==> src/bubblePkg.sv <==
`default_nettype none

package bubblePkg;

    // Encoded as {pageSelect, coilEnable, positionLatch}
    typedef enum logic [2:0] {
        BootloaderAccess = 3'b000,  // B
        InitialStandby   = 3'b010,  // A
        NormalAccess     = 3'b100,  // D
        PageLatch        = 3'b101,  // E
        NormalStandby    = 3'b110   // C
    } accessState;

    typedef enum logic [1:0] {
        Idle             = 2'b00,  // Park address before word 0
        AddressIncrement = 2'b01,
        DataOut          = 2'b10
    } seqCommand;

    // Buffer RAM geometry
    localparam int AddressWidth = 11;
    localparam int BufferDepth  = 2048;

    localparam int PositionWidth = 12;
    localparam int TickWidth     = 14;

    // Counts of the real bubble module
    localparam int DefaultPositionCount = 2053;  // Positions 0 to 2052
    localparam int DefaultPageStart     = 201;
    localparam int DefaultPageWords     = 512;
    localparam int DefaultBootStart     = 5285;
    localparam int DefaultBootWords     = 1920;
    localparam int DefaultBootTrailer   = 12;

endpackage

`default_nettype wire

==> src/positionCounter.sv <==
`default_nettype none

module positionCounter
#(
    parameter int PositionCount = bubblePkg::DefaultPositionCount
)
(
    input  logic                               bubble_buffer_write_clock,
    input  logic                               reset,
    input  logic                               positionChange,
    input  logic                               positionReset,  // Sync to bootloader start
    output logic [bubblePkg::PositionWidth-1:0] bubblePosition
);
    import bubblePkg::*;

    localparam logic [PositionWidth-1:0] LastPosition = PositionWidth'(PositionCount - 1);

    always_ff @(posedge bubble_buffer_write_clock)
    begin
        if (reset || positionReset)
        begin
            bubblePosition <= '0;
        end
        else if (positionChange)
        begin
            if (bubblePosition == LastPosition)  // Wrap around the loop
            begin
                bubblePosition <= '0;
            end
            else
            begin
                bubblePosition <= bubblePosition + 1'b1;
            end
        end
    end

endmodule

`default_nettype wire

==> config.mk <==
export PLATFORM = sky130hd
export DESIGN_NAME = positionCounter
export DESIGN_NICKNAME = d
export VERILOG_FILES = /design/src/bubblePkg.sv /design/src/positionCounter.sv
export SDC_FILE = /design/constraint.sdc
export NUM_CORES = 1
export LEC_CHECK = 0
export BUFFER_PORTS_ARGS = -buffer_cell sky130_fd_sc_hd__buf_4
export CAP_MARGIN = 20
export CORE_AREA = 2 2 39 41
export CTS_BUF_LIST = sky130_fd_sc_hd__clkbuf_8
export DETAILED_ROUTE_END_ITERATION = 10
export DIE_AREA = 0 0 41 43
export PLACE_DENSITY = 0.71
export SLEW_MARGIN = 20
export SYNTH_ARGS = -nofsm -noshare
export SYNTH_HDL_FRONTEND = slang
export SYNTH_SLANG_ARGS = --single-unit
export TNS_END_PERCENT = 30
==> constraint.sdc <==
create_clock -name bubble_buffer_write_clock -period 2.7 [get_ports bubble_buffer_write_clock]
set_clock_uncertainty 0.2 [all_clocks]
set_input_delay 0.675 -clock bubble_buffer_write_clock [delete_from_list [all_inputs] [get_ports bubble_buffer_write_clock]]
set_output_delay 0.675 -clock bubble_buffer_write_clock [all_outputs]
set_load 0.01 [all_outputs]
==> results.cfg <==
[synthesis]
synth-seq-area-share = 0.409
netlist_instances = 66
yosys_register_bits = 12
avgSynthCellArea_sq_um = 8.91
synth_edf_count = 0
synth_top_area_cell = dfxtp_1
synthFlopType = dfxtp_1
synth_top_area_frac = 0.409
async_flop_share = 0
synth_area_leaders = dfxtp_1, a21oi_1, o31ai_1
synth_area_sq_um = 588
syn-num-nets = 72
yosys_warnings = 0
synth.distinct_cells = 22

[cells_and_area]
largest_reg_flops = 12
top_regs = bubblePosition (12)
nets = 89
max_flop_register = bubblePosition
drive_above_1_share = 0.247
area_delta_synth_final_pct = 27.0
diodes = 0
final_area_sq_um = 747

[setup_path]
cp_slowest_stage_delay_ns = 0.47
endpoint_kind = register
cp_top_family = compound AO/OA/AOI/OAI gates
critPathLaunchType = register
critical_path_arrival_ns = 1.79
worstPathRequired_ns = 2.67
critPathBufInv = 1
worstPathMaxFanout = 12
path_cells = inv_1 -> ha_1 -> and4_1 -> a311o_1 -> a21oi_1
crit_slowest_cell = a311o_1
critPathKind = register to register

[grt]
grt_pass1_vias = 488
overflow = 0
grt_pass1_wl_um = 2080
grt_max_degree = 13
grt_use_total = 0.170
antenna_found_initial = 0

[clock_network]
clk_latency_ns = 0.24
cts_buffer_depth = 2
root_buffer = clkbuf_8
post_cts_buffers = 0
numCtsBuffers = 3
cts_resized = 0
cts_tree = yes
cts_max_level = 1
ctsHoldBuffers = 0
clock-sinks = 12
clk_pin_slew_ns = 0.05

[floorplan]
start_util = 0.425
fp-row-count = 14
dieArea_sq_um = 1760
die_height_um = 43
core_sq_um = 1380
io_pins = 16
die_w_um = 41

[drt]
wire_per_inst_um = 13.0
num_vias = 569
drtAntennaViolNets = 0
drt_iter0_drc = 24
viasPerCell = 5.87
drc = 0
wl_um = 1260
dr.pass1.iters = 4

[timing]
report.final.slew_viol_count = 0
rsz0062_at_grt = false
finalCriticalPeriod_ns = 1.82
slew_headroom = 0.698
post-route-period-util = 0.675
finalSetupViolCount = 0
fin_setup_tns_ns = 0
tightest_slew_ns = 0.453
max_clock_freq_mhz = 549
fin_hold_ws_ns = 0.313
hold_viol_final = 0

[power]
vdd_drop_max_mv = 0.213
p_leak_uw = 0.000278
power_per_cell_area_nw_per_um2 = 471
power_uw = 352

[placement]
gp_congestion = 0.737
hpwl_um = 894
portBuffers = 15
place_area_sq_um = 706

[status]
status = finished, final reports clean

[run]
maxCapViolCount = 0

[worst_hold_path]
hold_class = register to register
layer usage:
layer | global-route usage | part of all wire | vias up
met5 | 0 | 0 | -
met4 | 0.0933 | 0.025 | 0
met3 | 0.0314 | 0.066 | 5
met2 | 0.225 | 0.43 | 22
met1 | 0.248 | 0.48 | 266
li1 | - | - | 276
kinds of logic (layout without fill, tap and decap cells):
family                   after synthesis  after routing  share of synthesized area
AO/OA/AOI/OAI                         15             15                      0.153
XOR/XNOR                               4              4                     0.0596
adder cells (fa/ha/maj)                2              2                     0.0425
buffers and inverters                  6             21                     0.0447
flip-flops                            12             12                      0.409
multiplexers                           1              1                     0.0170
AND/OR/NAND/NOR                       26             26                      0.274
final timing paths:
path | startpoint | end | slack (ns) | depth (start not counted)
worst min-delay path | bubblePosition[11] | bubblePosition[11] | 0.31 | 2
worst max register to register | bubblePosition[0] | bubblePosition[7] | 0.88 | 5
worst max-delay path | bubblePosition[0] | bubblePosition[7] | 0.88 | 5
worst min register to register | bubblePosition[11] | bubblePosition[11] | 0.31 | 2
Yosys cell counts, drive strengths merged (2+ instances only):
cell type,n
dfxtp,12
a21oi,7
nand4,5
nor2,5
nand2,4
o31ai,4
or4,4
inv,3
o21ai,3
or3,3
xor2,3
buf,2
ha,2
nand3,2
nor4,2
where the power goes:
group	internal, uW	leakage [uW]	switching [uW]
Combinational	7.00	0.000160	7.08
Sequential	179	0.0000968	1.97
Clock	97.8	0.0000216	59.6
worst register-to-register path: stages, from the launching register on:
cell and delay, ns:
dfxtp_1 0.44, inv_1 0.07, ha_1 0.19, and4_1 0.20, a311o_1 0.47, a21oi_1 0.18
placed cells by master, fill, tap and decap left out:
cell type and instances:
a21oi_1 7, a311o_1 1, and4_1 1, buf_4 15, clkbuf_8 3, dfxtp_1 12, ha_1 2, inv_1 3
mux2i_1 1, nand2_1 4, nand3_1 2, nand4_1 4, nand4_4 1, nor2_1 5, nor4_1 2, o21ai_0 3
o31ai_1 4, or3_1 2, or3_2 1, or4_1 4, xnor2_1 1, xor2_1 3
area by class of cell:
class / count / area, sq um
clock buffers: 3 / 41.3
inverters: 3 / 11.3
well taps: 16 / 20.0
repair buffers: 15 / 113
flip-flops and latches: 12 / 240
fillers: 129 / 637
multi-input cells: 48 / 322
per-stage QoR:
| stage | cells | setup WS, ns | utilization |
|---|---|---|---|
| final | 97 | 0.878 | 0.540 |
| after global routing | 97 | 0.707 | 0.540 |
| after CTS | 97 | 0.862 | 0.540 |
| after detailed placement | 94 | 0.771 | 0.510 |
| after global placement | 94 | 0.790 | 0.510 |
| after floorplan | 66 | 0.821 | - |
(Power assumes the default switching activity.)
