<file path="src/bubblePkg.sv">
`default_nettype none

package bubblePkg;

    // Encoded as {pageSelect, coilEnable, positionLatch}
    typedef enum logic [2:0] {
        BootloaderAccess = 3'b000,  // B
        InitialStandby   = 3'b010,  // A
        NormalAccess     = 3'b100,  // D
        PageLatch        = 3'b101,  // E
        NormalStandby    = 3'b110   // C
    } accessState;

    typedef enum logic [1:0] {
        Idle             = 2'b00,  // Park address before word 0
        AddressIncrement = 2'b01,
        DataOut          = 2'b10
    } seqCommand;

    // Buffer RAM geometry
    localparam int AddressWidth = 11;
    localparam int BufferDepth  = 2048;

    localparam int PositionWidth = 12;
    localparam int TickWidth     = 14;

    // Counts of the real bubble module
    localparam int DefaultPositionCount = 2053;  // Positions 0 to 2052
    localparam int DefaultPageStart     = 201;
    localparam int DefaultPageWords     = 512;
    localparam int DefaultBootStart     = 5285;
    localparam int DefaultBootWords     = 1920;
    localparam int DefaultBootTrailer   = 12;

endpackage

`default_nettype wire

</file>
<file path="src/accessStateMachine.sv">
`default_nettype none

module accessStateMachine
(
    input  logic bubble_buffer_write_clock,
    input  logic reset,
    input  logic pageSelect,
    input  logic coilEnable,      // Active low
    input  logic positionLatch,
    output logic loadBootloader,  // Active low
    output logic loadPage         // Active low
);
    import bubblePkg::*;

    accessState state;
    accessState nextState;
    logic [2:0] accessInputs;

    assign accessInputs = {pageSelect, coilEnable, positionLatch};

    always_comb
    begin
        nextState = state;  // Invalid combinations hold
        case (accessInputs)
            BootloaderAccess:
            begin
                if (state != NormalAccess && state != PageLatch)  // D or E to B is a glitch
                begin
                    nextState = BootloaderAccess;
                end
            end
            InitialStandby:
            begin
                if (state != PageLatch)  // E to A is a glitch
                begin
                    nextState = InitialStandby;
                end
            end
            NormalAccess:
            begin
                nextState = NormalAccess;
            end
            PageLatch:
            begin
                if (state == NormalAccess)  // Only D to E
                begin
                    nextState = PageLatch;
                end
            end
            NormalStandby:
            begin
                if (state != PageLatch)  // E to C is a glitch
                begin
                    nextState = NormalStandby;
                end
            end
            default:
            begin
                nextState = state;
            end
        endcase
    end

    always_ff @(posedge bubble_buffer_write_clock)
    begin
        if (reset)
        begin
            state <= InitialStandby;
        end
        else
        begin
            state <= nextState;
        end
    end

    assign loadBootloader = (state != BootloaderAccess);
    assign loadPage       = (state != PageLatch);

endmodule

`default_nettype wire

</file>
<file path="config.mk">
export PLATFORM = sky130hd
export DESIGN_NAME = accessStateMachine
export DESIGN_NICKNAME = d
export VERILOG_FILES = /design/src/bubblePkg.sv /design/src/accessStateMachine.sv
export SDC_FILE = /design/constraint.sdc
export NUM_CORES = 1
export LEC_CHECK = 0
export BUFFER_PORTS_ARGS = -buffer_cell sky130_fd_sc_hd__buf_2
export CORE_AREA = 2 2 39 41
export CTS_BUF_LIST = sky130_fd_sc_hd__clkbuf_16
export DETAILED_ROUTE_END_ITERATION = 12
export DIE_AREA = 0 0 41 43
export MAX_ROUTING_LAYER = met4
export PLACE_DENSITY = 0.37
export REMOVE_ABC_BUFFERS = 1
export SYNTH_ARGS = -nofsm -noshare
export SYNTH_HDL_FRONTEND = slang
export SYNTH_SLANG_ARGS = --single-unit
</file>
<file path="constraint.sdc">
create_clock -name bubble_buffer_write_clock -period 1.8 [get_ports bubble_buffer_write_clock]
set_clock_uncertainty 0.05 [all_clocks]
set_input_delay 0.18 -clock bubble_buffer_write_clock [delete_from_list [all_inputs] [get_ports bubble_buffer_write_clock]]
set_output_delay 0.18 -clock bubble_buffer_write_clock [all_outputs]
set_load 0.02 [all_outputs]
</file>
==> flow_summary.json, run 1 <==
{
  "ant_nets": 0,
  "row_count": 14,
  "final_max_slew_viol_count": 0,
  "drive_above_1_share_pct": 35.7,
  "syn_avg_cell_area_um2": 8.76,
  "r2r_start": "state[1]",
  "cts_sinks": 3,
  "die_area_mm2": 0.00176,
  "tns_ns": 0,
  "tritoncts": "yes",
  "avgViaCountPerCell": 3.86,
  "ff2ff_path_depth": 3,
  "grt_pass1_wl_um": 552,
  "drt_iter0_markers": 1,
  "routedWlPerCell_um": 9.02,
  "crit_path_start_kind": "register",
  "syn_inst": 18,
  "critical_path.reg2reg.endpoint": "state[0]",
  "clk_pin_slew_ns": 0.03,
  "place_hpwl_um": 272,
  "slew-limit-headroom_pct": 91.8,
  "clockRootBuffer": "clkbuf_16",
  "crit_start": "state[0]",
  "grt_pass1_vias": 146,
  "crit_end": "loadBootloader",
  "final_cells": 44,
  "final_design_area_no_fill_um2": 287,
  "power_density_mw_per_mm2": 1540,
  "layout_worst_path_cycle_share_pct": 78.8,
  "grt_max_degree": 6,
  "setup-violations-final": 0,
  "drtPass1Iterations": 2,
  "num_vias": 170,
  "crit_arrival_ns": 1.19,
  "yosysSeqAreaShare_pct": 38.1,
  "clockBufferDepth": 2,
  "finalWirelength_um": 397,
  "cap_violations": 0,
  "boundaryPins": 7,
  "clk_latency_ns": 0.22,
  "nNetsFinal": 34,
  "die_w_um": 41,
  "core_area_mm2": 0.00138,
  "route.detailed.drc": 0,
  "ys_ff_latch": 3,
  "top_regs": "state: 3 flops",
  "synth.distinct_cells": 10,
  "regToRegSetupSlack_ns": 0.87,
  "critPathKind": "register to output pin",
  "grt_use_total_pct": 6.17,
  "finalHoldViolations": 0,
  "path_max_fanout": 5,
  "overflow": 0,
  "place_congestion": 0.502,
  "p_leak_nw": 0.119,
  "start_util_pct": 11.4,
  "synthToLayoutAreaGrowth_pct": 81.7,
  "max_freq_mhz": 705,
  "place_area_um2": 208,
  "hold_path_class": "input pin to register",
  "p_total_mw": 0.442,
  "antenna_cells": 0,
  "largest_register_ff_count": 3,
  "ys_warn_count": 0,
  "antenna_found_initial": 0,
  "regMostFlops": "state",
  "setup.worst_path.end_class": "output pin",
  "post_cts_buffers": 0,
  "die_h_um": 43,
  "dp.cells": 40,
  "worst_slew_pin_slew_ns": 0.120,
  "rsz0062_at_grt": "no",
  "post_cts_resized": 0,
  "finalCriticalPeriod_ns": 1.42,
  "synth_area_um2": 158,
  "cp.required_ns": 1.57,
  "cts_made_buffers": 3,
  "ctsHoldBuffers": 0,
  "io_buffers": 6,
  "status": "finished clean",
  "htreeDepth": 1,
  "ir_drop_mv": 0.351
}
## cells in the mapped netlist
master    instances  area, um^2
a21oi_1           3        15.0
and2b_1           1        7.51
dfxtp_1           3        60.1
mux2i_1           1        10.0
nand2_1           1        3.75
nand2b_1          4        25.0
nand3b_1          1        7.51
nand4b_1          1        8.76
o22ai_1           2        12.5
or3_2             1        7.51
## metrics by stage
stage / util (%) / worst slack, ns / hold slack [ns]
final: 20.7 / 0.382 / 0.111
after global routing: 20.7 / 0.337 / 0.125
after CTS: 20.7 / 0.379 / 0.113
after detailed placement: 15.0 / 0.620 / 0.342
after floorplan: - / 0.716 / 0.199
after global placement: 15.0 / 0.612 / 0.340
## logic make-up after synthesis
family	count (synthesis)	synth area share [%]
AOI/OAI and AO/OA	5	17.5
DFF	3	38.1
muxes	1	6.35
and+or+nand+nor	9	38.1
## worst max-delay path, stage by stage, from the launching register on
cell     delay, ns
dfxtp_1       0.33
or3_2         0.47
buf_2         0.17
## routing by layer
metal  track usage (%)  part of all wire (%)  vias to the layer above
met5                 -                     0                        -
met4              10.0                   6.8                        0
met3              6.28                    15                        4
met2              5.94                    37                        9
met1              4.49                    42                       72
li1                  -                     -                       85
## cells in the final DEF (no fill, tap or decap), types with 2 or more instances in the layout
cell type / instances
o22ai_1: 2
nand2b_1: 4
a21oi_1: 3
dfxtp_1: 3
clkbuf_16: 3
buf_2: 6
## worst min-delay path by stage
stage | startpoint | endpoint | cells after the start
after floorplan | reset | state[2] | 1
after global placement | reset | state[2] | 2
after detailed placement | reset | state[2] | 2
after CTS | reset | state[2] | 2
after global routing | reset | state[2] | 2
final | reset | state[2] | 2
## area by class of cell
class,instances,area (um^2)
Clock inverter,1,3.75
Fill cell,151,1100
Clock buffer,3,75.1
Multi-Input combinational cell,15,97.6
Timing Repair Buffer,6,30.0
Sequential cell,3,60.1
Tap cell,16,20.0
## power breakdown
group	leakage [nW]	internal [mW]	switching [mW]
Clock	0.0423	0.287	0.0624
Combinational	0.0521	0.0106	0.0101
Sequential	0.0246	0.0698	0.00250
Total	0.119	0.367	0.0750
No activity file was read; power rests on OpenSTA's default activity.
==> run 2: changes to the inputs <==
==> constraint.sdc (replaced) <==
create_clock -name bubble_buffer_write_clock -period 1.4 [get_ports bubble_buffer_write_clock]
set_clock_uncertainty 0.05 [all_clocks]
set_input_delay 0.14 -clock bubble_buffer_write_clock [delete_from_list [all_inputs] [get_ports bubble_buffer_write_clock]]
set_output_delay 0.14 -clock bubble_buffer_write_clock [all_outputs]
set_load 0.02 [all_outputs]
==> flow_summary.json, run 2 (same netlist as run 1, synthesis figures left out) <==
{
  "grt_use_total_pct": 6.17,
  "cts_sinks": 3,
  "drive_above_1_share_pct": 39.3,
  "final_cell_mix": "5 x buf_2, 4 x nand2b_1, 3 x a21oi_1, 3 x clkbuf_16",
  "grt_max_degree": 6,
  "crit_chain": "or3_2 -> buf_6",
  "setup.worst_path.end_class": "output pin",
  "cp.required_ns": 1.21,
  "synthToLayoutAreaGrowth_pct": 86.5,
  "max_stage_delay_ns": 0.48,
  "place_ws_ns": 0.260,
  "status": "finished clean",
  "io_buffers": 6,
  "rsz0062_at_grt": "no",
  "clockRootBuffer": "clkbuf_16",
  "finalCriticalPeriod_ns": 1.36,
  "ir_drop_mv": 0.452,
  "p_leak_nw": 0.123,
  "worst_slew_pin_slew_ns": 0.144,
  "avgViaCountPerCell": 3.98,
  "fillers": 154,
  "clockBufferDepth": 2,
  "nNetsFinal": 34,
  "die_w_um": 41,
  "critPathKind": "register to output pin",
  "die_area_mm2": 0.00176,
  "cp_top_family": "simple AND/OR/NAND/NOR gates",
  "path_max_fanout": 5,
  "dp.cells": 40,
  "num_vias": 175,
  "place_hpwl_um": 272,
  "drt_iter0_markers": 0,
  "hold_path_class": "input pin to register",
  "final_max_slew_viol_count": 0,
  "max_freq_mhz": 734,
  "grt_pass1_vias": 146,
  "ant_nets": 0,
  "overflow": 0,
  "routedWlPerCell_um": 10.3,
  "final_cells": 44,
  "crit_arrival_ns": 1.17,
  "layout.area.seq_um2": 61.3,
  "utilization_pct": 21.2,
  "clk_pin_slew_ns": 0.03,
  "cp.buffers_inverters": 1,
  "clk_latency_ns": 0.22,
  "place_congestion": 0.502,
  "setup-violations-final": 0,
  "row_count": 14,
  "post_cts_buffers": 0,
  "crit_path_start_kind": "register",
  "finalHoldViolations": 0,
  "post_cts_resized": 0,
  "ctsHoldBuffers": 0,
  "multi_input_area_um2": 97.6,
  "largest_register_ff_count": 3,
  "tritoncts": "yes",
  "slew-limit-headroom_pct": 90.1,
  "die_h_um": 43,
  "power_density_mw_per_mm2": 1940,
  "regMostFlops": "state",
  "grt_pass1_wl_um": 552,
  "layout_worst_path_cycle_share_pct": 97.3,
  "antenna_cells": 0,
  "route.detailed.drc": 0,
  "antenna_found_initial": 0,
  "tns_ns": 0,
  "boundaryPins": 7,
  "drtPass1Iterations": 1,
  "setup_slack_ns": 0.0375,
  "cap_violations": 0,
  "top_regs": "state: 3 flops",
  "core_area_mm2": 0.00138,
  "finalWirelength_um": 452,
  "critical-path-slowest-cell": "or3_2",
  "htreeDepth": 1,
  "layout.cells.most_common": "buf_2",
  "cts_made_buffers": 3,
  "start_util_pct": 11.4
}
run 2: cell counts in the layout (fill, tap and decap cells not counted):
Identical to the previous run, type by type.
run 2: where the power goes:
group,switching (mW),internal (mW),leakage (nW),total [mW]
Combinational,0.0143,0.0155,0.0554,0.0298
Sequential,0.00319,0.0897,0.0251,0.0929
Clock,0.0805,0.368,0.0423,0.449
run 2: layer usage:
| metal | global-route usage (%) | part of all wire [%] |
|---|---|---|
| met5 | - | 0 |
| met4 | 10.0 | 6.0 |
| met3 | 6.28 | 11 |
| met2 | 5.94 | 45 |
| met1 | 4.49 | 38 |
run 2: path summary, 6_finish.rpt:
check / startpoint / end / slack, ns / cells after the start
max reg2reg: state[1] / state[0] / 0.46 / 3
min: reset / state[2] / 0.08 / 2
max: state[0] / loadBootloader / 0.04 / 2
min reg2reg: state[0] / state[0] / 0.44 / 2
run 2: through the flow:
stage	hold slack [ns]	total power, mW	area [um^2]
finish	0.0846	0.572	294
global route	0.0972	0.587	294
floorplan	0.159	0.107	158
detailed placement	0.302	0.120	208
CTS	0.0726	0.570	287
global placement	0.300	0.120	208
run 2: cell type report:
cell class | count | area share (%)
clock buffers | 3 | 25.5
flip-flops and latches | 3 | 20.9
repair buffers | 6 | 12.3
well taps | 16 | 6.81
multi-input cells | 15 | 33.2
clock inverters | 1 | 1.28
