==> config.mk <==
export PLATFORM = sky130hd
export DESIGN_NAME = outputSequencer
export DESIGN_NICKNAME = d
export VERILOG_FILES = /design/src/bubblePkg.sv /design/src/outputSequencer.sv
export SDC_FILE = /design/constraint.sdc
export NUM_CORES = 1
export LEC_CHECK = 0
export ABC_AREA = 1
export BUFFER_PORTS_ARGS = -buffer_cell sky130_fd_sc_hd__buf_4
export CORE_MARGIN = 4
export CORE_UTILIZATION = 33
export CTS_CLUSTER_DIAMETER = 60
export DETAILED_ROUTE_END_ITERATION = 16
export PLACE_DENSITY = 0.52
export SYNTH_ARGS = -nofsm -noshare
export SYNTH_HDL_FRONTEND = slang
export SYNTH_SLANG_ARGS = --single-unit
==> constraint.sdc <==
create_clock -name bubble_buffer_write_clock -period 2.27 [get_ports bubble_buffer_write_clock]
set_input_delay 0.1135 -clock bubble_buffer_write_clock [delete_from_list [all_inputs] [get_ports bubble_buffer_write_clock]]
set_output_delay 0.1135 -clock bubble_buffer_write_clock [all_outputs]
set_load 0.005 [all_outputs]
==> src/bubblePkg.sv <==
`default_nettype none

package bubblePkg;

    // Encoded as {pageSelect, coilEnable, positionLatch}
    typedef enum logic [2:0] {
        BootloaderAccess = 3'b000,  // B
        InitialStandby   = 3'b010,  // A
        NormalAccess     = 3'b100,  // D
        PageLatch        = 3'b101,  // E
        NormalStandby    = 3'b110   // C
    } accessState;

    typedef enum logic [1:0] {
        Idle             = 2'b00,  // Park address before word 0
        AddressIncrement = 2'b01,
        DataOut          = 2'b10
    } seqCommand;

    // Buffer RAM geometry
    localparam int AddressWidth = 11;
    localparam int BufferDepth  = 2048;

    localparam int PositionWidth = 12;
    localparam int TickWidth     = 14;

    // Counts of the real bubble module
    localparam int DefaultPositionCount = 2053;  // Positions 0 to 2052
    localparam int DefaultPageStart     = 201;
    localparam int DefaultPageWords     = 512;
    localparam int DefaultBootStart     = 5285;
    localparam int DefaultBootWords     = 1920;
    localparam int DefaultBootTrailer   = 12;

endpackage

`default_nettype wire

==> src/outputSequencer.sv <==
`default_nettype none

module outputSequencer
#(
    parameter int PageStart   = bubblePkg::DefaultPageStart,
    parameter int PageWords   = bubblePkg::DefaultPageWords,
    parameter int BootStart   = bubblePkg::DefaultBootStart,
    parameter int BootWords   = bubblePkg::DefaultBootWords,
    parameter int BootTrailer = bubblePkg::DefaultBootTrailer
)
(
    input  logic                              bubble_buffer_write_clock,
    input  logic                              reset,
    input  logic                              dataOutTick,
    input  logic                              bubbleModuleEnable,  // Active low
    input  logic                              loadBootloader,      // Active low
    input  logic                              loadPage,            // Active low
    input  logic [1:0]                        readData,
    output logic [bubblePkg::AddressWidth-1:0] readAddress,
    output logic                              positionReset,
    output logic                              bubbleOutOdd,
    output logic                              bubbleOutEven
);
    import bubblePkg::*;

    localparam logic [TickWidth-1:0] PageFirst = TickWidth'(PageStart);
    localparam logic [TickWidth-1:0] PageLast  = TickWidth'(PageStart + 2 * PageWords - 1);
    localparam logic [TickWidth-1:0] MarkFirst = TickWidth'(BootStart - 4);
    localparam logic [TickWidth-1:0] MarkLast  = TickWidth'(BootStart - 3);
    localparam logic [TickWidth-1:0] GapFirst  = TickWidth'(BootStart - 2);
    localparam logic [TickWidth-1:0] BootFirst = TickWidth'(BootStart);
    localparam logic [TickWidth-1:0] BootLast  = TickWidth'(BootStart + 2 * BootWords - 1);
    localparam logic [TickWidth-1:0] TrailLast =
        TickWidth'(BootStart + 2 * BootWords + BootTrailer - 1);

    logic                 countEnable;
    logic                 pageMode;
    logic                 bootMode;
    logic [TickWidth-1:0] tickCount;
    logic [TickWidth-1:0] nextTick;
    logic [TickWidth-1:0] windowFirst;
    logic [TickWidth-1:0] windowLast;
    logic [TickWidth-1:0] windowOffset;
    seqCommand            command;

    assign countEnable = !(loadBootloader && loadPage);
    assign bootMode    = !loadBootloader && loadPage;
    assign pageMode    = !loadPage && loadBootloader;
    assign nextTick    = tickCount + 1'b1;

    always_ff @(posedge bubble_buffer_write_clock)
    begin
        if (reset || !countEnable)
        begin
            tickCount <= '0;
        end
        else if (dataOutTick && tickCount != '1)  // Saturate at the top
        begin
            tickCount <= nextTick;
        end
    end

    // Command decode looks at the count this tick is about to produce
    always_comb
    begin
        windowFirst  = pageMode ? PageFirst : BootFirst;
        windowLast   = pageMode ? PageLast : BootLast;
        windowOffset = nextTick - windowFirst;
        if (nextTick >= windowFirst && nextTick <= windowLast)
        begin
            command = windowOffset[0] ? DataOut : AddressIncrement;
        end
        else
        begin
            command = Idle;
        end
    end

    always_ff @(posedge bubble_buffer_write_clock)
    begin
        if (reset || !countEnable)
        begin
            readAddress <= '1;  // Next increment lands on word 0
        end
        else if (dataOutTick)
        begin
            case (command)
                AddressIncrement: readAddress <= readAddress + 1'b1;
                DataOut:          readAddress <= readAddress;  // Second half of the word
                default:          readAddress <= '1;
            endcase
        end
    end

    always_ff @(posedge bubble_buffer_write_clock)
    begin
        if (reset)
        begin
            positionReset <= 1'b0;
        end
        else
        begin
            positionReset <= bootMode && tickCount >= MarkLast && tickCount <= GapFirst;
        end
    end

    always_comb
    begin
        bubbleOutOdd  = 1'b1;
        bubbleOutEven = 1'b1;
        if (bubbleModuleEnable)  // Module deselected
        begin
            bubbleOutOdd  = 1'b0;
            bubbleOutEven = 1'b0;
        end
        else if (bootMode)
        begin
            if (tickCount >= MarkFirst && tickCount <= MarkLast)  // Start pattern
            begin
                bubbleOutEven = 1'b0;
            end
            else if (tickCount >= GapFirst && tickCount < BootFirst)
            begin
                bubbleOutOdd  = 1'b0;
                bubbleOutEven = 1'b0;
            end
            else if (tickCount >= BootFirst && tickCount <= BootLast)
            begin
                bubbleOutOdd  = ~readData[1];
                bubbleOutEven = ~readData[0];
            end
            else if (tickCount > BootLast && tickCount <= TrailLast)  // Zero trailer
            begin
                bubbleOutOdd  = 1'b0;
                bubbleOutEven = 1'b0;
            end
        end
        else if (pageMode && tickCount >= PageFirst && tickCount <= PageLast)
        begin
            bubbleOutOdd  = ~readData[1];
            bubbleOutEven = ~readData[0];
        end
    end

endmodule

`default_nettype wire

==> results by group, run 1 <==
Final layout
  – Number of diodes added for antenna fixing: 0
  – Share of post-route cells with drive strength above 1: 0.346
  – End-of-flow core utilization: 0.507
  – Net total in the final layout: 470
  – Number of non-filler instances in the completed layout: 522
  – Area taken by flip-flops and latches: approximately 530 um^2
  – Fill cell total of the finished layout: 653
  – Synthesis-to-layout area growth: 45.6%
  – Multi-input gate area: approximately 1800 um^2

Setup path
  – Ordered cell list for the critical path: nand2_4, nor2_4, nand3_4, nor2_4, xor2_2, inv_2, ha_4, nand2_2, inv_2, nand3_2, nor2_2, nand4_1, nand2_2, nand2_2, nor2_4, clkbuf_16, nand2_2, nand2_1, nand3_1
  – RR Endpoint: readAddress[3]
  – Worst reg2reg startpoint: tickCount[1]
  – Endpoint type of the worst setup path: flip-flop
  – CP startpoint kind: flip-flop
  – Worst Reg-to-Reg Cells: 19
  – Type of the worst setup path: flip-flop to flip-flop
  – Highest net fanout along the worst path: 5
  – Most frequent cell on the critical path: sky130_fd_sc_hd__nand2_2
  – Crit path arrival time: 2800 ps
  – Worst setup path endpoint: readAddress[3]
  – Slowest cell on crit path: sky130_fd_sc_hd__dfxtp_4
  – Timing startpoint of the critical path: tickCount[1]
  – Worst reg-to-reg setup slack: -350 ps
  – Worst endpoint required time: between 2000 and 2500 ps
  – Slowest stage delay, CP: around 400 ps

Placed design
  – DP HPWL: about 5400 um
  – Count of port buffers added during placement: 21
  – Number of placed instances, taps included: between 500 and 600
  – Placer congestion estimate: 0.863

Timing
  – Total count of max-transition violations in the final report: 0
  – Min cycle time layout: 2620 ps
  – Max Freq: between 300 and 400 MHz
  – Worst setup skew after layout: around 2.1 ps
  – Setup repair after global routing missed its margin: yes
  – Final period utilization: 1.15
  – Count of final setup violators: 13
  – Worst slew slack as a fraction of its limit: 0.682
  – Number of hold-slack violations in the final timing report: 0
  – Worst-Margin Slew: roughly 470 ps
  – Crit path setup slack, layout: -347 ps

Die
  – Cell Rows: 29
  – Placeable core region: approximately 6500 um^2
  – Floorplan die area: around 8000 um^2
  – Number of I/O pins: 22
  – Starting density of the core: 0.348
  – Die X: 90.8 um
  – Overall die height: 90.8 um

Global routing
  – Via count of the first global-routing pass: ~2,400
  – Largest net degree at the start of global routing: 16
  – Global-route wire length before repair: 11,500 um
  – Number of antenna violations at the first check in global routing: 0
  – Aggregate global-route resource usage: 0.168
  – Aggregate global routing overflow: 0

CTS
  – TritonCTS buffer count: 3
  – Buffer levels on the longest clock path: 2
  – Clock tree from TritonCTS: built
  – Clock-pin transition on the worst setup and hold timing paths: 100 ps
  – Cts hold-fix bufs: 0
  – Deepest level of the CTS H-tree: 1
  – Root Buffer Master: sky130_fd_sc_hd__clkbuf_8
  – CTS sink count: 26
  – Clock latency on the worst-skew pair: 280 ps

Power and ir drop
  – Largest vdd supply drop: 0.255 mV
  – Power per cell area: approximately 420 nW/um^2
  – Leakage dissipation: 1.64 nW

Route
  – Mean routed wirelength per cell: ~13 um
  – Number of iterations in the first detailed-routing pass: 5
  – Number of design-rule violations left by the first detailed-router iteration: between 100 and 150
  – Final wirelength: a little under 7000 um
  – Via count normalized by instance count: 4.89
  – Number of remaining DRC errors: 0
  – Via Count: approximately 2,600
  – Post-route antenna net violation count: 0

Yosys
  – Largest area contributor in the synthesized netlist: sky130_fd_sc_hd__dfxtp_1
  – Top cell type's share of synthesized area: 0.230
  – Number of enable flip-flop cells after synthesis: 0
  – Warnings from Yosys: 0
  – Proportion of synthesized chip area in sequential cells: 0.230
  – #FFs+latches synth: 26
  – Post-Syn Area: 2260 um^2
  – Syn_nets: between 300 and 400
  – Dominant synthesized flop cell: sky130_fd_sc_hd__dfxtp_1
  – Number of instances in the synthesized netlist: roughly 370
  – Number of distinct standard cells referenced by the synthesized netlist: 32
  – Share of async-settable or async-resettable flops after synthesis: 0
  – Dominant cells by area after synthesis: sky130_fd_sc_hd__dfxtp_1 23%, sky130_fd_sc_hd__nand2_1 18%, sky130_fd_sc_hd__ha_1 8.9%
  – Mean Syn Cell Area: a little over 6 um^2

Worst hold path
  – Class of the tightest hold or removal check: primary input to flip-flop

Run status
  – Result of the run: finished, violations left
  – Failing checks: negative setup slack

Run
  – Max-cap check violation count: 0
## worst min-delay path by stage
stage	endpoint	cells past startpoint	startpoint
floorplan	positionReset	1	reset
global placement	positionReset	2	reset
detailed placement	positionReset	2	reset
CTS	positionReset	2	reset
global route	positionReset	2	reset
finish	positionReset	2	reset
## cells in the final DEF (no fill, tap or decap), types with 4 or more instances in the layout
cell type,instances
sky130_fd_sc_hd__ha_1,11
sky130_fd_sc_hd__xnor2_1,7
sky130_fd_sc_hd__nand4_1,9
sky130_fd_sc_hd__inv_1,41
sky130_fd_sc_hd__inv_2,7
sky130_fd_sc_hd__nor2_1,29
sky130_fd_sc_hd__nand2_2,18
sky130_fd_sc_hd__nand3_2,4
sky130_fd_sc_hd__buf_4,77
sky130_fd_sc_hd__xor2_1,4
sky130_fd_sc_hd__a21oi_1,17
sky130_fd_sc_hd__ha_4,5
sky130_fd_sc_hd__nand3_1,29
sky130_fd_sc_hd__o21ai_0,16
sky130_fd_sc_hd__nor2_4,8
sky130_fd_sc_hd__dfxtp_1,21
sky130_fd_sc_hd__a21oi_2,4
sky130_fd_sc_hd__nand2_1,93
## stage by stage
step | setup TNS [ps] | total power [mW] | area (um^2) | setup slack [ps] | hold WS [ps]
2_1_floorplan | -1560 | 0.753 | 2290 | -148 | 202
3_3_place_gp | -4500 | 0.903 | 2880 | -416 | 317
3_5_place_dp | -4980 | 0.905 | 2880 | -458 | 318
4_1_cts | -2930 | 1.33 | 3070 | -258 | 10.6
5_1_grt | -5980 | 1.46 | 3290 | -523 | 9.43
6_report | -3730 | 1.38 | 3290 | -347 | 13.6
## state kept, by name (all words and copies together) (netlist names)
name / flops
positionReset: 1
readAddress: 11
tickCount: 14
## timing repair
action	4_1_cts	5_1_grt
endpoints found under the setup margin	13	19
pin swaps	8	22
gates cloned	0	1
setup buffers	4	5
resized for setup	21	42
## layer usage
layer  vias up  wire length [um]  GRT usage
met5         -                 0          0
li1       1347                 -          -
met1      1154              3600      0.243
met4         0                90     0.0446
met3         8               261     0.0292
met2        46              2990      0.255
## synth_stat cells (2+ instances only)
cell and instances:
sky130_fd_sc_hd__nand2_2 6, sky130_fd_sc_hd__xor2_1 7, sky130_fd_sc_hd__nor2_1 33, sky130_fd_sc_hd__nor2_4 4
sky130_fd_sc_hd__nor2_2 3, sky130_fd_sc_hd__a21oi_1 21, sky130_fd_sc_hd__o21ai_0 18, sky130_fd_sc_hd__o21bai_1 2
sky130_fd_sc_hd__nand4_1 9, sky130_fd_sc_hd__clkbuf_1 2, sky130_fd_sc_hd__ha_1 16, sky130_fd_sc_hd__buf_6 2
sky130_fd_sc_hd__nand2_1 108, sky130_fd_sc_hd__dfxtp_1 26, sky130_fd_sc_hd__inv_1 48, sky130_fd_sc_hd__inv_2 2
sky130_fd_sc_hd__xnor2_1 7, sky130_fd_sc_hd__nor4_1 2, sky130_fd_sc_hd__nor3_1 5, sky130_fd_sc_hd__nand3_1 33
sky130_fd_sc_hd__buf_2 2
## report_power, final
| part | leakage, nW | switching, mW | internal (mW) | total (mW) |
|---|---|---|---|---|
| registers | 0.216 | 0.0256 | 0.479 | 0.505 |
| logic | 1.39 | 0.254 | 0.211 | 0.466 |
| clock network | 0.0357 | 0.170 | 0.236 | 0.407 |
## critical path: cells and delay by family, from the launching register on
kind | cells | cell delay [ps]
XOR/XNOR | 1 | 200
adder cells (fa/ha/maj) | 1 | 280
flip-flops | 1 | 400
AND/OR/NAND/NOR | 14 | 1300
buffers and inverters | 3 | 320
## logic make-up (layout without fill, tap and decap cells)
kind of cell / count (synthesis) / count (layout) / share of synthesized area
AO/OA/AOI/OAI: 48 / 48 / 0.118
AND/OR/NAND/NOR: 206 / 206 / 0.404
flip-flops: 26 / 26 / 0.230
buffers and inverters: 57 / 135 / 0.104
adder cells (fa/ha/maj): 16 / 16 / 0.0886
XOR/XNOR: 14 / 14 / 0.0543
## area by class of cell
type / count / share of cell area
clock buffer: 3 / 0.0125
clock inverter: 1 / 0.00913
inverter: 50 / 0.0586
multi-input combinational: 284 / 0.533
sequential: 26 / 0.162
tap: 77 / 0.0293
timing repair buffer: 81 / 0.196
(Power assumes the default switching activity.)
==> run 2, diff against run 1 <==
CORE_MARGIN = 3   (was 4)
CTS_CLUSTER_DIAMETER = not set   (was 60)
RECOVER_POWER = 50   (was not set)
==> run 2 against run 1 <==
  * The flow still finishes with violations (negative setup slack)
  * Sequential share of layout area hardly changed
  * Die area down 4.4%
  * Utilization is 0.058 points higher
  * Critical path depth rose by 1
  * Worst setup slack better by 51 ps
  * Largest power group unchanged
==> results by group, run 2 (synthesis gave the netlist of run 1 again) <==
Run status
  – Result of the run: finished, violations left
  – Failing checks: negative setup slack

Final layout
  – Largest registers: tickCount (14), readAddress (11), positionReset (1)
  – Most common cell after layout, fill and taps aside: sky130_fd_sc_hd__nand2_1
  – Commonest cells after routing, fill and taps aside: 92 x sky130_fd_sc_hd__nand2_1, 63 x sky130_fd_sc_hd__buf_4, 42 x sky130_fd_sc_hd__inv_1
  – Largest register FFs: 14
  – Register with the highest flop count: tickCount
  – End-of-flow core utilization: 0.507
  – Synthesis-to-layout area growth: 45.8%
  – Net total in the final layout: between 400 and 500
  – Share of post-route cells with drive strength above 1: 0.340
  – Total non-filler cell area in the finished layout: between 3000 and 4000 um^2
  – Number of diodes added for antenna fixing: 0

Power and ir drop
  – Portion of total power attributed to the clock network: 0.300
  – Power per cell area: roughly 420 nW/um^2
  – Switching Share: 0.330
  – Largest vdd supply drop: between 0.3 and 0.4 mV
  – Part of the total power dissipated in sequential elements: 0.364
  – Leakage dissipation: roughly 1.6 nW
  – Net switching power of the design: 0.457 mW
  – Pint: 0.929 mW
  – Combinational cell fraction of total power: 0.336

Timing
  – Final period utilization: 1.13
  – Worst slew slack as a fraction of its limit: 0.673
  – Worst-Margin Slew: around 490 ps
  – Final worst hold slack: 9.26 ps
  – Max Freq: roughly 400 MHz
  – Crit path setup slack, layout: -297 ps
  – Worst setup skew after layout: 10.6 ps
  – Number of hold-slack violations in the final timing report: 0
  – Count of final setup violators: 13
  – Setup repair after global routing missed its margin: yes
  – Total count of max-transition violations in the final report: 0
  – Min cycle time layout: roughly 2600 ps

Global routing
  – Number of antenna violations at the first check in global routing: 0
  – Largest net degree at the start of global routing: 16
  – Aggregate global-route resource usage: 0.188
  – Global-route wire length before repair: 11,700 um
  – Via count of the first global-routing pass: 2,426
  – Aggregate global routing overflow: 0

CTS
  – CTS sink count: 26
  – Clock latency on the worst-skew pair: approximately 290 ps
  – Deepest level of the CTS H-tree: 1
  – Cts hold-fix bufs: 0
  – Root Buffer Master: sky130_fd_sc_hd__clkbuf_8
  – Clock tree from TritonCTS: built
  – Buffer levels on the longest clock path: 2
  – TritonCTS buffer count: 3
  – Clock-pin transition on the worst setup and hold timing paths: about 110 ps

Die
  – Starting density of the core: 0.348
  – Die X: about 90 um
  – Cell Rows: 29
  – Placeable core region: 6490 um^2
  – Number of I/O pins: 22
  – Floorplan die area: 7880 um^2
  – Overall die height: about 90 um

Setup path
  – Type of the worst setup path: flip-flop to flip-flop
  – Endpoint type of the worst setup path: flip-flop
  – Slowest stage delay, CP: about 400 ps
  – Crit path arrival time: 2740 ps
  – CP startpoint kind: flip-flop
  – Highest net fanout along the worst path: 8
  – Worst endpoint required time: around 2500 ps
  – Ordered cell list for the critical path: nand2_4, nor2_4, nand3_4, nor2_4, xor2_2, inv_2, ha_4, nand2_2, inv_2, nand3_2, nor2_2, nand2_1, nand3_1, nand2_2, buf_6, nand3_4, nand2_8, buf_6, nand2_1, nand3_1
  – Slowest cell on crit path: sky130_fd_sc_hd__dfxtp_4

Route
  – Number of remaining DRC errors: 0
  – Number of iterations in the first detailed-routing pass: 4
  – Number of design-rule violations left by the first detailed-router iteration: 130
  – Post-route antenna net violation count: 0
  – Via Count: approximately 2,600
  – Mean routed wirelength per cell: 13.1 um
  – Final wirelength: approximately 6900 um
  – Via count normalized by instance count: about 4.9

Placed design
  – Count of port buffers added during placement: 21
  – DP HPWL: between 5000 and 6000 um
  – Placement Cell Area: approximately 2900 um^2
  – Placer congestion estimate: about 0.85

Run
  – Max-cap check violation count: 0

Worst hold path
  – Class of the tightest hold or removal check: primary input to flip-flop
-- run 2: changes by cell type in the layout (fill, tap and decap cells not counted), sizes merged --
cell,before,now
buf,80,71
clkbuf,4,15
-- run 2: timing repair --
item / 4_1_cts / 5_1_grt
setup endpoints to repair: 13 / 19
resized for setup: 49 / 20
buffers inserted: 12 / 2
gates cloned: 1 / 0
pin swaps: 28 / 18
hold endpoints to repair: 0 / 0
-- run 2: through the flow --
stage                     worst slack, ps  power [mW]  instances  TNS (ps)
after floorplan                      -148       0.753        367     -1560
after CTS                            -276        1.39        524     -3250
final                                -297        1.39        524     -3240
after global routing                 -488        1.48        524     -6050
after global placement               -424       0.901        507     -4530
after detailed placement             -444       0.903        507     -4720
-- run 2: critical path, delay by kind of cell, from the launching register on --
kind,cells,cell delay (ps)
buffers and inverters,4,390
XOR/XNOR,1,180
flip-flops,1,400
adder cells (fa/ha/maj),1,270
AND/OR/NAND/NOR,14,1190
-- run 2: worst paths after layout --
| kind | startpoint | to | slack, ps | depth (start not counted) |
|---|---|---|---|---|
| worst max register to register | tickCount[1] | readAddress[8] | -300 | 20 |
| worst max-delay path | tickCount[1] | readAddress[8] | -300 | 20 |
| worst min-delay path | reset | positionReset | 9 | 2 |
| worst min register to register | readAddress[10] | readAddress[10] | 520 | 2 |
-- run 2: layer usage --
| metal | GRT usage | vias to the layer above | part of all wire |
|---|---|---|---|
| met2 | 0.290 | 48 | 0.43 |
| met5 | 0 | - | 0 |
| met1 | 0.278 | 1187 | 0.51 |
| li1 | - | 1351 | - |
| met4 | 0.0467 | 0 | 0.011 |
| met3 | 0.0214 | 6 | 0.042 |
-- run 2: layout make-up --
class | instances | area [um^2]
Clock buffer | 3 | 41.3
Clock inverter | 1 | 30.0
Fill cell | 658 | 3200
Inverter | 50 | 198
Multi-Input combinational cell | 284 | 1750
Sequential cell | 26 | 532
Tap cell | 77 | 96.3
Timing Repair Buffer | 83 | 646
-- run 2: power groups by stage --
stage / logic [mW] / clock network (mW) / registers [mW]
after global placement: 0.388 / 0 / 0.513
after CTS: 0.457 / 0.429 / 0.503
after detailed placement: 0.389 / 0 / 0.514
final: 0.465 / 0.416 / 0.504
after global routing: 0.522 / 0.448 / 0.508
after floorplan: 0.236 / 0 / 0.517
